**config.mk**
```make
export PLATFORM = sky130hd
export DESIGN_NAME = sddac_top
export DESIGN_NICKNAME = d
export VERILOG_FILES = /design/src/source/sddac_pkg.sv /design/src/source/sddac_top.sv /design/src/source/sddac_dac_2ord.sv /design/src/source/sddac_alu48.sv /design/src/source/sddac_pacer.sv /design/src/source/sddac_regs.sv
export VERILOG_INCLUDE_DIRS = /design/src /design/src/source
export SDC_FILE = /design/constraint.sdc
export NUM_CORES = 1
export LEC_CHECK = 0
export CORE_MARGIN = 2
export CORE_UTILIZATION = 45
export DETAILED_ROUTE_END_ITERATION = 10
export DONT_BUFFER_PORTS = 1
export HOLD_SLACK_MARGIN = 0.02
export PLACE_DENSITY = 0.68
export SYNTH_ARGS = -nofsm -noshare
export SYNTH_HDL_FRONTEND = slang
export SYNTH_HIERARCHICAL = 1
export SYNTH_SLANG_ARGS = --single-unit
```
**constraint.sdc**
```tcl
create_clock -name clk -period 5.35 [get_ports clk]
set_input_delay 0.535 -clock clk [delete_from_list [all_inputs] [get_ports clk]]
set_output_delay 0.535 -clock clk [all_outputs]
set_load 0.02 [all_outputs]
```
**src/source/sddac_macros.svh**
```systemverilog
`ifndef SDDAC_MACROS_SVH
`define SDDAC_MACROS_SVH

// ------------------------------
// Datapath widths
// ------------------------------
`define SDDAC_SAMPLE_W      18
`define SDDAC_ACC_W         48
`define SDDAC_PCM_W         16
`define SDDAC_DIV_W         12

// Word addresses on the bus
`define SDDAC_ADDR_CTRL     2'd0
`define SDDAC_ADDR_SAMPLE   2'd1
`define SDDAC_ADDR_STATUS   2'd2

// ------------------------------
// Adder opmode byte
// ------------------------------
// X operand is dab when set, zero otherwise
`define SDDAC_OP_XSEL_BIT   0
// Two bit Z source field
`define SDDAC_OP_ZSEL_LSB   1
// Subtract X from Z when set
`define SDDAC_OP_SUB_BIT    7

// Z source codes, all zero byte keeps p
`define SDDAC_ZSEL_P        2'd0
`define SDDAC_ZSEL_CIN      2'd1
`define SDDAC_ZSEL_ZERO     2'd2

`endif
```
**src/source/sddac_pkg.sv**
```systemverilog
`include "sddac_macros.svh"

package sddac_pkg;

    // Control register view
    typedef struct packed {
        logic [30-`SDDAC_DIV_W:0]  unused;
        logic [`SDDAC_DIV_W-1:0]   rate_div;
        logic                      enable;
    } ctrl_word_t;

    // Stereo sample view, left in the upper half
    typedef struct packed {
        logic signed [`SDDAC_PCM_W-1:0] left;
        logic signed [`SDDAC_PCM_W-1:0] right;
    } sample_word_t;

    // One bus word, decoded by address
    typedef union packed {
        ctrl_word_t   ctrl;
        sample_word_t sample;
    } bus_word_u;

    // Adder opmode, field positions in the macro header
    typedef logic [7:0] alu_op_t;

endpackage

```
**src/source/sddac_top.sv**
```systemverilog
`timescale 1ns/1ps
`include "sddac_macros.svh"

module sddac_top (
    input  logic                 clk,
    input  logic                 reset,
    input  logic                 wb_cyc,
    input  logic                 wb_stb,
    input  logic                 wb_we,
    input  logic [1:0]           wb_adr,
    input  sddac_pkg::bus_word_u wb_dat_i,
    output logic [31:0]          wb_dat_o,
    output logic                 wb_ack,
    output logic                 dout_l,
    output logic                 dout_r
);
    import sddac_pkg::*;

    // Bus slave to pacer
    logic                              enable;
    logic [`SDDAC_DIV_W-1:0]           rate_div;
    logic signed [`SDDAC_SAMPLE_W-1:0] hold_l;
    logic signed [`SDDAC_SAMPLE_W-1:0] hold_r;
    logic                              hold_full;
    logic                              take;
    logic [7:0]                        underrun_cnt;

    // Pacer to modulator
    logic signed [`SDDAC_SAMPLE_W-1:0] sample_in_l;
    logic signed [`SDDAC_SAMPLE_W-1:0] sample_in_r;
    logic                              sample_in_rdy;

    // Shared adder
    alu_op_t                           opmode;
    logic signed [`SDDAC_ACC_W-1:0]    dab;
    logic signed [`SDDAC_ACC_W-1:0]    cin;
    logic signed [`SDDAC_ACC_W-1:0]    p;

    sddac_regs u_regs (
        .clk          (clk),
        .reset        (reset),
        .wb_cyc       (wb_cyc),
        .wb_stb       (wb_stb),
        .wb_we        (wb_we),
        .wb_adr       (wb_adr),
        .wb_dat_i     (wb_dat_i),
        .wb_dat_o     (wb_dat_o),
        .wb_ack       (wb_ack),
        .take         (take),
        .underrun_cnt (underrun_cnt),
        .enable       (enable),
        .rate_div     (rate_div),
        .hold_l       (hold_l),
        .hold_r       (hold_r),
        .hold_full    (hold_full)
    );

    sddac_pacer u_pacer (
        .clk           (clk),
        .reset         (reset),
        .enable        (enable),
        .rate_div      (rate_div),
        .hold_l        (hold_l),
        .hold_r        (hold_r),
        .hold_full     (hold_full),
        .take          (take),
        .sample_in_l   (sample_in_l),
        .sample_in_r   (sample_in_r),
        .sample_in_rdy (sample_in_rdy),
        .underrun_cnt  (underrun_cnt)
    );

    sddac_dac_2ord u_dac (
        .clk           (clk),
        .reset         (reset),
        .sample_in_l   (sample_in_l),
        .sample_in_r   (sample_in_r),
        .sample_in_rdy (sample_in_rdy),
        .opmode        (opmode),
        .dab           (dab),
        .cin           (cin),
        .p             (p),
        .dout_l        (dout_l),
        .dout_r        (dout_r)
    );

    sddac_alu48 u_alu (
        .clk    (clk),
        .reset  (reset),
        .opmode (opmode),
        .dab    (dab),
        .cin    (cin),
        .p      (p)
    );

endmodule

```
**src/source/sddac_dac_2ord.sv**
```systemverilog
`timescale 1ns/1ps
`include "sddac_macros.svh"

module sddac_dac_2ord (
    input  logic                              clk,
    input  logic                              reset,
    input  logic signed [`SDDAC_SAMPLE_W-1:0] sample_in_l,
    input  logic signed [`SDDAC_SAMPLE_W-1:0] sample_in_r,
    input  logic                              sample_in_rdy,
    output sddac_pkg::alu_op_t                opmode,
    output logic signed [`SDDAC_ACC_W-1:0]    dab,
    output logic signed [`SDDAC_ACC_W-1:0]    cin,
    input  logic signed [`SDDAC_ACC_W-1:0]    p,
    output logic                              dout_l,
    output logic                              dout_r
);
    import sddac_pkg::*;

    localparam int EXT_W = `SDDAC_ACC_W - `SDDAC_SAMPLE_W;

    // Task bits of the decoded program word
    localparam int WAIT_IN     = 0;
    localparam int JP_0        = 1;
    localparam int ADD_SL_I1L  = 2;
    localparam int ADD_SR_I1R  = 3;
    localparam int ADD_DL      = 4;
    localparam int ADD_DR      = 5;
    localparam int ADD_I2L     = 6;
    localparam int MOV_I1L_ACC = 7;
    localparam int MOV_I1R_ACC = 8;
    localparam int MOV_I2L_ACC = 9;
    localparam int MOV_DL_SGN  = 10;
    localparam int MOV_DR_SGN  = 11;
    localparam int MOV_OUTL    = 12;
    localparam int MOV_OUTR    = 13;
    localparam int INC_DELTA   = 14;

    logic [14:0]                       tasks;
    logic [3:0]                        pc;
    logic [3:0]                        delta_cnt;
    logic signed [`SDDAC_SAMPLE_W-1:0] delta;
    logic signed [`SDDAC_SAMPLE_W-1:0] smp_l;
    logic signed [`SDDAC_SAMPLE_W-1:0] smp_r;
    logic signed [`SDDAC_ACC_W-1:0]    integ1_l;
    logic signed [`SDDAC_ACC_W-1:0]    integ1_r;
    logic signed [`SDDAC_ACC_W-1:0]    integ2_l;
    logic                              delta_add_l;
    logic                              delta_add_r;

    function automatic alu_op_t make_op(input logic [1:0] zsel, input logic sub);
        alu_op_t op;
        op                               = '0;
        op[`SDDAC_OP_XSEL_BIT]           = 1'b1;
        op[`SDDAC_OP_ZSEL_LSB +: 2]      = zsel;
        op[`SDDAC_OP_SUB_BIT]            = sub;
        return op;
    endfunction

    // ------------------------------
    // Program
    // ------------------------------
    always_comb begin
        tasks = '0;
        case (pc)
            4'h0: tasks[WAIT_IN] = 1'b1;
            // Left channel
            4'h1: tasks[ADD_SL_I1L] = 1'b1;
            4'h2: tasks[ADD_DL] = 1'b1;
            4'h3: begin
                tasks[MOV_I1L_ACC] = 1'b1;
                tasks[ADD_I2L]     = 1'b1;
            end
            4'h4: tasks[ADD_DL] = 1'b1;
            4'h5: begin
                tasks[MOV_DL_SGN]  = 1'b1;
                tasks[MOV_I2L_ACC] = 1'b1;
                tasks[MOV_OUTL]    = 1'b1;
                // right channel starts here
                tasks[ADD_SR_I1R]  = 1'b1;
            end
            4'h6: tasks[ADD_DR] = 1'b1;
            4'h7: begin
                tasks[MOV_DR_SGN]  = 1'b1;
                tasks[MOV_I1R_ACC] = 1'b1;
                tasks[MOV_OUTR]    = 1'b1;
                tasks[INC_DELTA]   = 1'b1;
                tasks[JP_0]        = 1'b1;
            end
            default: tasks[JP_0] = 1'b1;
        endcase
    end

    always_ff @(posedge clk or posedge reset) begin
        if (reset) begin
            pc <= 4'h0;
        end else if (tasks[JP_0]) begin
            pc <= 4'h0;
        end else if (!tasks[WAIT_IN] || sample_in_rdy) begin
            pc <= pc + 4'h1;
        end
    end

    // Sample only taken at the wait step
    always_ff @(posedge clk) begin
        if (tasks[WAIT_IN] && sample_in_rdy) begin
            smp_l <= sample_in_l;
            smp_r <= sample_in_r;
        end
    end

    // ------------------------------
    // Dithered delta table
    // ------------------------------
    always_ff @(posedge clk or posedge reset) begin
        if (reset) begin
            delta_cnt <= 4'h0;
        end else if (tasks[INC_DELTA]) begin
            delta_cnt <= delta_cnt + 4'h1;
        end
    end

    always_comb begin
        case (delta_cnt)
            4'h0, 4'h8: delta = 18'h18000;
            4'h1, 4'h7: delta = 18'h189c7;
            4'h2, 4'h6: delta = 18'h19216;
            4'h3, 4'h5: delta = 18'h197a4;
            4'h4:       delta = 18'h19998;
            4'h9, 4'hf: delta = 18'h17639;
            4'ha, 4'he: delta = 18'h16dea;
            4'hb, 4'hd: delta = 18'h1685c;
            default:    delta = 18'h16668;
        endcase
    end

    // ------------------------------
    // Adder steering
    // ------------------------------
    always_comb begin
        opmode = '0;
        dab    = '0;
        cin    = '0;
        if (tasks[ADD_SL_I1L]) begin
            opmode = make_op(`SDDAC_ZSEL_CIN, 1'b0);
            dab    = integ1_l;
            cin    = {{EXT_W{smp_l[`SDDAC_SAMPLE_W-1]}}, smp_l};
        end else if (tasks[ADD_SR_I1R]) begin
            opmode = make_op(`SDDAC_ZSEL_CIN, 1'b0);
            dab    = integ1_r;
            cin    = {{EXT_W{smp_r[`SDDAC_SAMPLE_W-1]}}, smp_r};
        end else if (tasks[ADD_DL]) begin
            opmode = make_op(`SDDAC_ZSEL_P, !delta_add_l);
            dab    = {{EXT_W{1'b0}}, delta};
        end else if (tasks[ADD_DR]) begin
            opmode = make_op(`SDDAC_ZSEL_P, !delta_add_r);
            dab    = {{EXT_W{1'b0}}, delta};
        end else if (tasks[ADD_I2L]) begin
            opmode = make_op(`SDDAC_ZSEL_P, 1'b0);
            dab    = integ2_l;
        end
    end

    // ------------------------------
    // State updates from p
    // ------------------------------
    always_ff @(posedge clk or posedge reset) begin
        if (reset) begin
            integ1_l    <= '0;
            integ1_r    <= '0;
            integ2_l    <= '0;
            delta_add_l <= 1'b0;
            delta_add_r <= 1'b0;
            dout_l      <= 1'b0;
            dout_r      <= 1'b0;
        end else begin
            if (tasks[MOV_I1L_ACC]) begin
                integ1_l <= p;
            end
            if (tasks[MOV_I1R_ACC]) begin
                integ1_r <= p;
            end
            if (tasks[MOV_I2L_ACC]) begin
                integ2_l <= p;
            end
            // Negative sum means add delta next time
            if (tasks[MOV_DL_SGN]) begin
                delta_add_l <= p[`SDDAC_ACC_W-1];
            end
            if (tasks[MOV_DR_SGN]) begin
                delta_add_r <= p[`SDDAC_ACC_W-1];
            end
            if (tasks[MOV_OUTL]) begin
                dout_l <= ~p[`SDDAC_ACC_W-1];
            end
            if (tasks[MOV_OUTR]) begin
                dout_r <= ~p[`SDDAC_ACC_W-1];
            end
        end
    end

endmodule

```
**src/source/sddac_alu48.sv**
```systemverilog
`timescale 1ns/1ps
`include "sddac_macros.svh"

module sddac_alu48 (
    input  logic                           clk,
    input  logic                           reset,
    input  sddac_pkg::alu_op_t             opmode,
    input  logic signed [`SDDAC_ACC_W-1:0] dab,
    input  logic signed [`SDDAC_ACC_W-1:0] cin,
    output logic signed [`SDDAC_ACC_W-1:0] p
);

    logic signed [`SDDAC_ACC_W-1:0] x_mux;
    logic signed [`SDDAC_ACC_W-1:0] z_mux;
    logic [1:0]                     zsel;

    assign zsel  = opmode[`SDDAC_OP_ZSEL_LSB +: 2];
    assign x_mux = opmode[`SDDAC_OP_XSEL_BIT] ? dab : '0;

    // Z source
    always_comb begin
        case (zsel)
            `SDDAC_ZSEL_P:   z_mux = p;
            `SDDAC_ZSEL_CIN: z_mux = cin;
            default:         z_mux = '0;
        endcase
    end

    // Post adder, result one cycle after its opmode
    always_ff @(posedge clk or posedge reset) begin
        if (reset) begin
            p <= '0;
        end else if (opmode[`SDDAC_OP_SUB_BIT]) begin
            p <= z_mux - x_mux;
        end else begin
            p <= z_mux + x_mux;
        end
    end

endmodule

```
**src/source/sddac_pacer.sv**
```systemverilog
`timescale 1ns/1ps
`include "sddac_macros.svh"

module sddac_pacer (
    input  logic                              clk,
    input  logic                              reset,
    input  logic                              enable,
    input  logic [`SDDAC_DIV_W-1:0]           rate_div,
    input  logic signed [`SDDAC_SAMPLE_W-1:0] hold_l,
    input  logic signed [`SDDAC_SAMPLE_W-1:0] hold_r,
    input  logic                              hold_full,
    output logic                              take,
    output logic signed [`SDDAC_SAMPLE_W-1:0] sample_in_l,
    output logic signed [`SDDAC_SAMPLE_W-1:0] sample_in_r,
    output logic                              sample_in_rdy,
    output logic [7:0]                        underrun_cnt
);

    logic [`SDDAC_DIV_W-1:0] div_cnt;
    logic                    tick;

    // One tick every rate_div+1 cycles
    assign tick = enable && (div_cnt == rate_div);

    always_ff @(posedge clk or posedge reset) begin
        if (reset) begin
            div_cnt <= '0;
        end else if (!enable || tick) begin
            div_cnt <= '0;
        end else begin
            div_cnt <= div_cnt + 1'b1;
        end
    end

    always_ff @(posedge clk or posedge reset) begin
        if (reset) begin
            sample_in_rdy <= 1'b0;
            take          <= 1'b0;
            sample_in_l   <= '0;
            sample_in_r   <= '0;
            underrun_cnt  <= '0;
        end else begin
            sample_in_rdy <= tick;
            take          <= tick && hold_full;
            if (tick && hold_full) begin
                sample_in_l <= hold_l;
                sample_in_r <= hold_r;
            end
            // Host was late, previous sample goes out again
            if (tick && !hold_full && (underrun_cnt != 8'hff)) begin
                underrun_cnt <= underrun_cnt + 8'd1;
            end
        end
    end

endmodule

```
**src/source/sddac_regs.sv**
```systemverilog
`timescale 1ns/1ps
`include "sddac_macros.svh"

module sddac_regs (
    input  logic                              clk,
    input  logic                              reset,
    input  logic                              wb_cyc,
    input  logic                              wb_stb,
    input  logic                              wb_we,
    input  logic [1:0]                        wb_adr,
    input  sddac_pkg::bus_word_u              wb_dat_i,
    output logic [31:0]                       wb_dat_o,
    output logic                              wb_ack,
    input  logic                              take,
    input  logic [7:0]                        underrun_cnt,
    output logic                              enable,
    output logic [`SDDAC_DIV_W-1:0]           rate_div,
    output logic signed [`SDDAC_SAMPLE_W-1:0] hold_l,
    output logic signed [`SDDAC_SAMPLE_W-1:0] hold_r,
    output logic                              hold_full
);
    import sddac_pkg::*;

    localparam int EXT_W = `SDDAC_SAMPLE_W - `SDDAC_PCM_W;

    logic      access;
    logic      sample_wr;
    logic      accept;
    bus_word_u rd_word;

    // Open request not yet acknowledged
    assign access    = wb_cyc && wb_stb && !wb_ack;
    assign sample_wr = wb_we && (wb_adr == `SDDAC_ADDR_SAMPLE);

    // Sample writes stall while the holding register is occupied
    assign accept = access && !(sample_wr && hold_full);

    always_ff @(posedge clk or posedge reset) begin
        if (reset) begin
            wb_ack <= 1'b0;
        end else begin
            wb_ack <= accept;
        end
    end

    // ------------------------------
    // Control register
    // ------------------------------
    always_ff @(posedge clk or posedge reset) begin
        if (reset) begin
            enable   <= 1'b0;
            rate_div <= '0;
        end else if (accept && wb_we && (wb_adr == `SDDAC_ADDR_CTRL)) begin
            enable   <= wb_dat_i.ctrl.enable;
            rate_div <= wb_dat_i.ctrl.rate_div;
        end
    end

    // ------------------------------
    // Sample holding register
    // ------------------------------
    always_ff @(posedge clk or posedge reset) begin
        if (reset) begin
            hold_full <= 1'b0;
        end else if (accept && sample_wr) begin
            hold_full <= 1'b1;
        end else if (take) begin
            hold_full <= 1'b0;
        end
    end

    // Sign extend to modulator width on the way in
    always_ff @(posedge clk) begin
        if (accept && sample_wr) begin
            hold_l <= {{EXT_W{wb_dat_i.sample.left[`SDDAC_PCM_W-1]}}, wb_dat_i.sample.left};
            hold_r <= {{EXT_W{wb_dat_i.sample.right[`SDDAC_PCM_W-1]}}, wb_dat_i.sample.right};
        end
    end

    // Read mux
    always_comb begin
        rd_word = '0;
        case (wb_adr)
            `SDDAC_ADDR_CTRL: begin
                rd_word.ctrl.enable   = enable;
                rd_word.ctrl.rate_div = rate_div;
            end
            `SDDAC_ADDR_SAMPLE: begin
                rd_word.sample.left  = hold_l[`SDDAC_PCM_W-1:0];
                rd_word.sample.right = hold_r[`SDDAC_PCM_W-1:0];
            end
            `SDDAC_ADDR_STATUS: begin
                rd_word[0]    = hold_full;
                rd_word[15:8] = underrun_cnt;
            end
            default: rd_word = '0;
        endcase
    end

    assign wb_dat_o = rd_word;

endmodule

```
==> summary.md <==
| Metric | Value |
|---|---|
| Status | finished, final reports clean |
| Post-Syn Area | 0.0199 mm2 |
| Area of the multi-input gates | 0.0106 mm2 |
| Cell Rows | 77 |
| Via count | 15900 |
| CP Buf/Inv Count | 7 |
| Core Box Area | 0.0439 mm2 |
| Initial antenna violation count | 0 |
| Critical path startpoint category | flip-flop |
| Worst Path Max Fanout | 13 |
| Dpl ws | -0.156 ns |
| Count of final setup violators | 0 |
| Worst R2R Setup Slack | 0.11 ns |
| DRC Markers | 0 |
| Core Util, Final | 54.7% |
| Minimum clock period | 5.24 ns |
| Critical Path RT | 5.81 ns |
| Worst-path clk slew | 0.06 ns |
| WL final | 55800 um |
| Register Area | 0.00893 mm2 |
| Port Buffer Count | 0 |
| CP peak stage delay | 0.41 ns |
| Vias/cell | 5.69 |
| Final max-slew violation count | 0 |
| Reg2Reg Depth | 27 |
| Layout area overhead | 20.7% |
| TritonCTS Sinks | 343 |
| Chip height | 214 um |
| Crit path arrival time | 5.71 ns |
| Top-level I/O count | 74 |
| First-pass GRT wire length | 88100 um |
| Gate Count Post-Synth | 2001 |
| Synth warn | 6 |
| Overall Global Routing Usage | 24.0% |
| Initial DRC count | 1208 |
| Slew margin rel. | 16.3% |
| R2r endpoint | u_alu/p[41]$_DFF_PP0_ |
| Pin count of the biggest net entering global routing | 79 |
| Critical path capture point type | flip-flop |
| Final hold vios | 0 |
| Root Driver | clkbuf_16 |
| CP most frequent cell | buf_4 |
| Crit share post-route | 98.0% |
| Initial Util | 45.3% |
| CP delay by family, top | simple AND/OR/NAND/NOR gates |
| Setup CP Type | flip-flop to flip-flop |
| Placed wire-length estimate | 39000 um |
| Drt first pass iters | 5 |
| Final net count | 2278 |
| Die area | 0.0459 mm2 |
| Levels on crit path | 27 |
| CP max-delay cell | nor4b_4 |
| GPL Wtd Cong | 0.934 |
| Setup slack after layout | 0.105 ns |
| Worst flop-to-flop path startpoint | u_dac/pc[0]$_DFFE_PP0P_ |
| Slew @ Worst Pin | 1.25 ns |
| Average size of a mapped cell | 9.95 um2 |
| Clock buffer depth | 3 |
| Clock skew | 0.0367 ns |
| CTS H-tree depth | 2 |
| Fill count | 3852 |
| Number of global-route vias before repair | 16100 |
| Wire per inst | 20.0 um |
| Max-Cap Viols | 0 |
| RSZ-0062 raised after global routing | yes |
| CTS tree | yes |
| Gr ovfl total | 0 |
| Fmax achieved | 191 MHz |
| Hold Crit Class | input port to asynchronous set/reset pin |
| Antenna viol nets, final | 0 |
| Worst-skew pair later-pin latency | 0.59 ns |
| Total CTS buffers | 40 |
| Share of layout cells above drive strength 1 | 26.2% |
| Post-synth net total | 2108 |
| Antenna cells | 0 |
| Die span in x | 214 um |
## placed cells by master (no fill, tap or decap), types with 8 or more instances in the layout
cell type	instances
nand3_1	31
o21a_1	8
nand2b_1	19
or3_1	11
nand4_1	21
mux2i_1	74
xnor2_1	52
mux2_4	30
clkbuf_1	10
and2_1	26
ha_4	8
a21o_1	34
edfxtp_1	68
nand2_1	279
o21ai_1	17
buf_6	12
dfrtp_1	273
o21ai_0	64
a21oi_2	16
inv_1	26
nor2_1	196
xor2_1	49
o211ai_1	19
clkbuf_16	40
mux2_2	114
buf_4	225
nor3_1	20
a31oi_1	17
nor2b_1	11
dlygate4sd3_1	31
a21oi_1	104
and3_1	14
ha_1	53
## layer usage
layer  global-route usage [%]  routed length, um
met3                     3.60               3290
met1                     32.3              24300
met5                        0                  0
met2                     38.6              26100
met4                     10.2               2130
## metrics by stage
step	cell area [um2]	setup TNS [ns]	instances	hold WS, ns
after floorplan	19900	0	2001	0.419
after detailed placement	21700	-0.949	2678	0.432
after CTS	23500	-0.0427	2784	0.0242
after global routing	24000	-0.292	2794	0.0366
final	24000	0	2794	0.0156
after global placement	21700	-0.520	2678	0.430
## registers in the layout, summed over array words and instances, names as in the netlist, 4 cells and up
| signal | flops |
|---|---|
| u_dac/integ1_r | 48 |
| u_dac/integ2_l | 48 |
| u_regs/hold_r | 16 |
| u_dac/delta_cnt | 4 |
| u_dac/smp_l | 18 |
| u_pacer/underrun_cnt | 8 |
| u_pacer/div_cnt | 12 |
| u_alu/p | 48 |
| u_dac/pc | 4 |
| u_dac/integ1_l | 48 |
| u_regs/rate_div | 12 |
| u_regs/hold_l | 16 |
| u_pacer/sample_in_l | 18 |
| u_dac/smp_r | 18 |
| u_pacer/sample_in_r | 18 |
## what timing repair did
| action | CTS | global route |
|---|---|---|
| hold buffers | 31 | 0 |
| gates resized for setup | 13 | 116 |
| setup buffers | 2 | 10 |
| endpoints found under the setup margin | 12 | 26 |
| hold endpoints to repair | 108 | 0 |
| pin swaps | 6 | 38 |
## worst register-to-register path, cell delays in order (launching register included)
cell	delay, ns
dfrtp_1	0.38
inv_1	0.08
ha_1	0.23
buf_4	0.15
nor4b_4	0.41
buf_6	0.26
buf_4	0.26
nand2_1	0.10
a21oi_2	0.23
or3_1	0.20
nor4_2	0.07
buf_4	0.15
nand3_1	0.07
a21oi_1	0.08
buf_4	0.18
a21oi_1	0.17
nand3_1	0.10
o211ai_1	0.19
ha_1	0.37
a21oi_2	0.19
o21ai_1	0.10
nor2_1	0.19
a22oi_1	0.12
nand2_1	0.13
o41ai_4	0.08
buf_6	0.15
or3_1	0.34
and4b_1	0.19
## final cells by class
class                   instances  area share [%]
well taps                     592            3.08
inverters                      34           0.573
repair buffers                271            9.13
clock buffers                  55            4.61
clock inverters                18            1.21
flip-flops and latches        343            37.2
multi-input cells            1481            44.2
## worst max path at each step
stage / slack, ns / from / to
floorplan: 0.01 / u_dac/delta_cnt[0]$_DFFE_PP0N_ / u_alu/p[43]$_DFF_PP0_
global placement: -0.17 / u_dac/pc[1]$_DFFE_PP0P_ / u_alu/p[34]$_DFF_PP0_
detailed placement: -0.16 / u_dac/pc[1]$_DFFE_PP0P_ / u_alu/p[45]$_DFF_PP0_
CTS: -0.02 / u_dac/pc[1]$_DFFE_PP0P_ / u_alu/p[45]$_DFF_PP0_
global route: -0.11 / u_dac/pc[1]$_DFFE_PP0P_ / u_alu/p[41]$_DFF_PP0_
finish: 0.11 / u_dac/pc[0]$_DFFE_PP0P_ / u_alu/p[41]$_DFF_PP0_
Power is not shown: default switching activity piles up to over one toggle a cycle in this logic, so the estimate is an artifact.
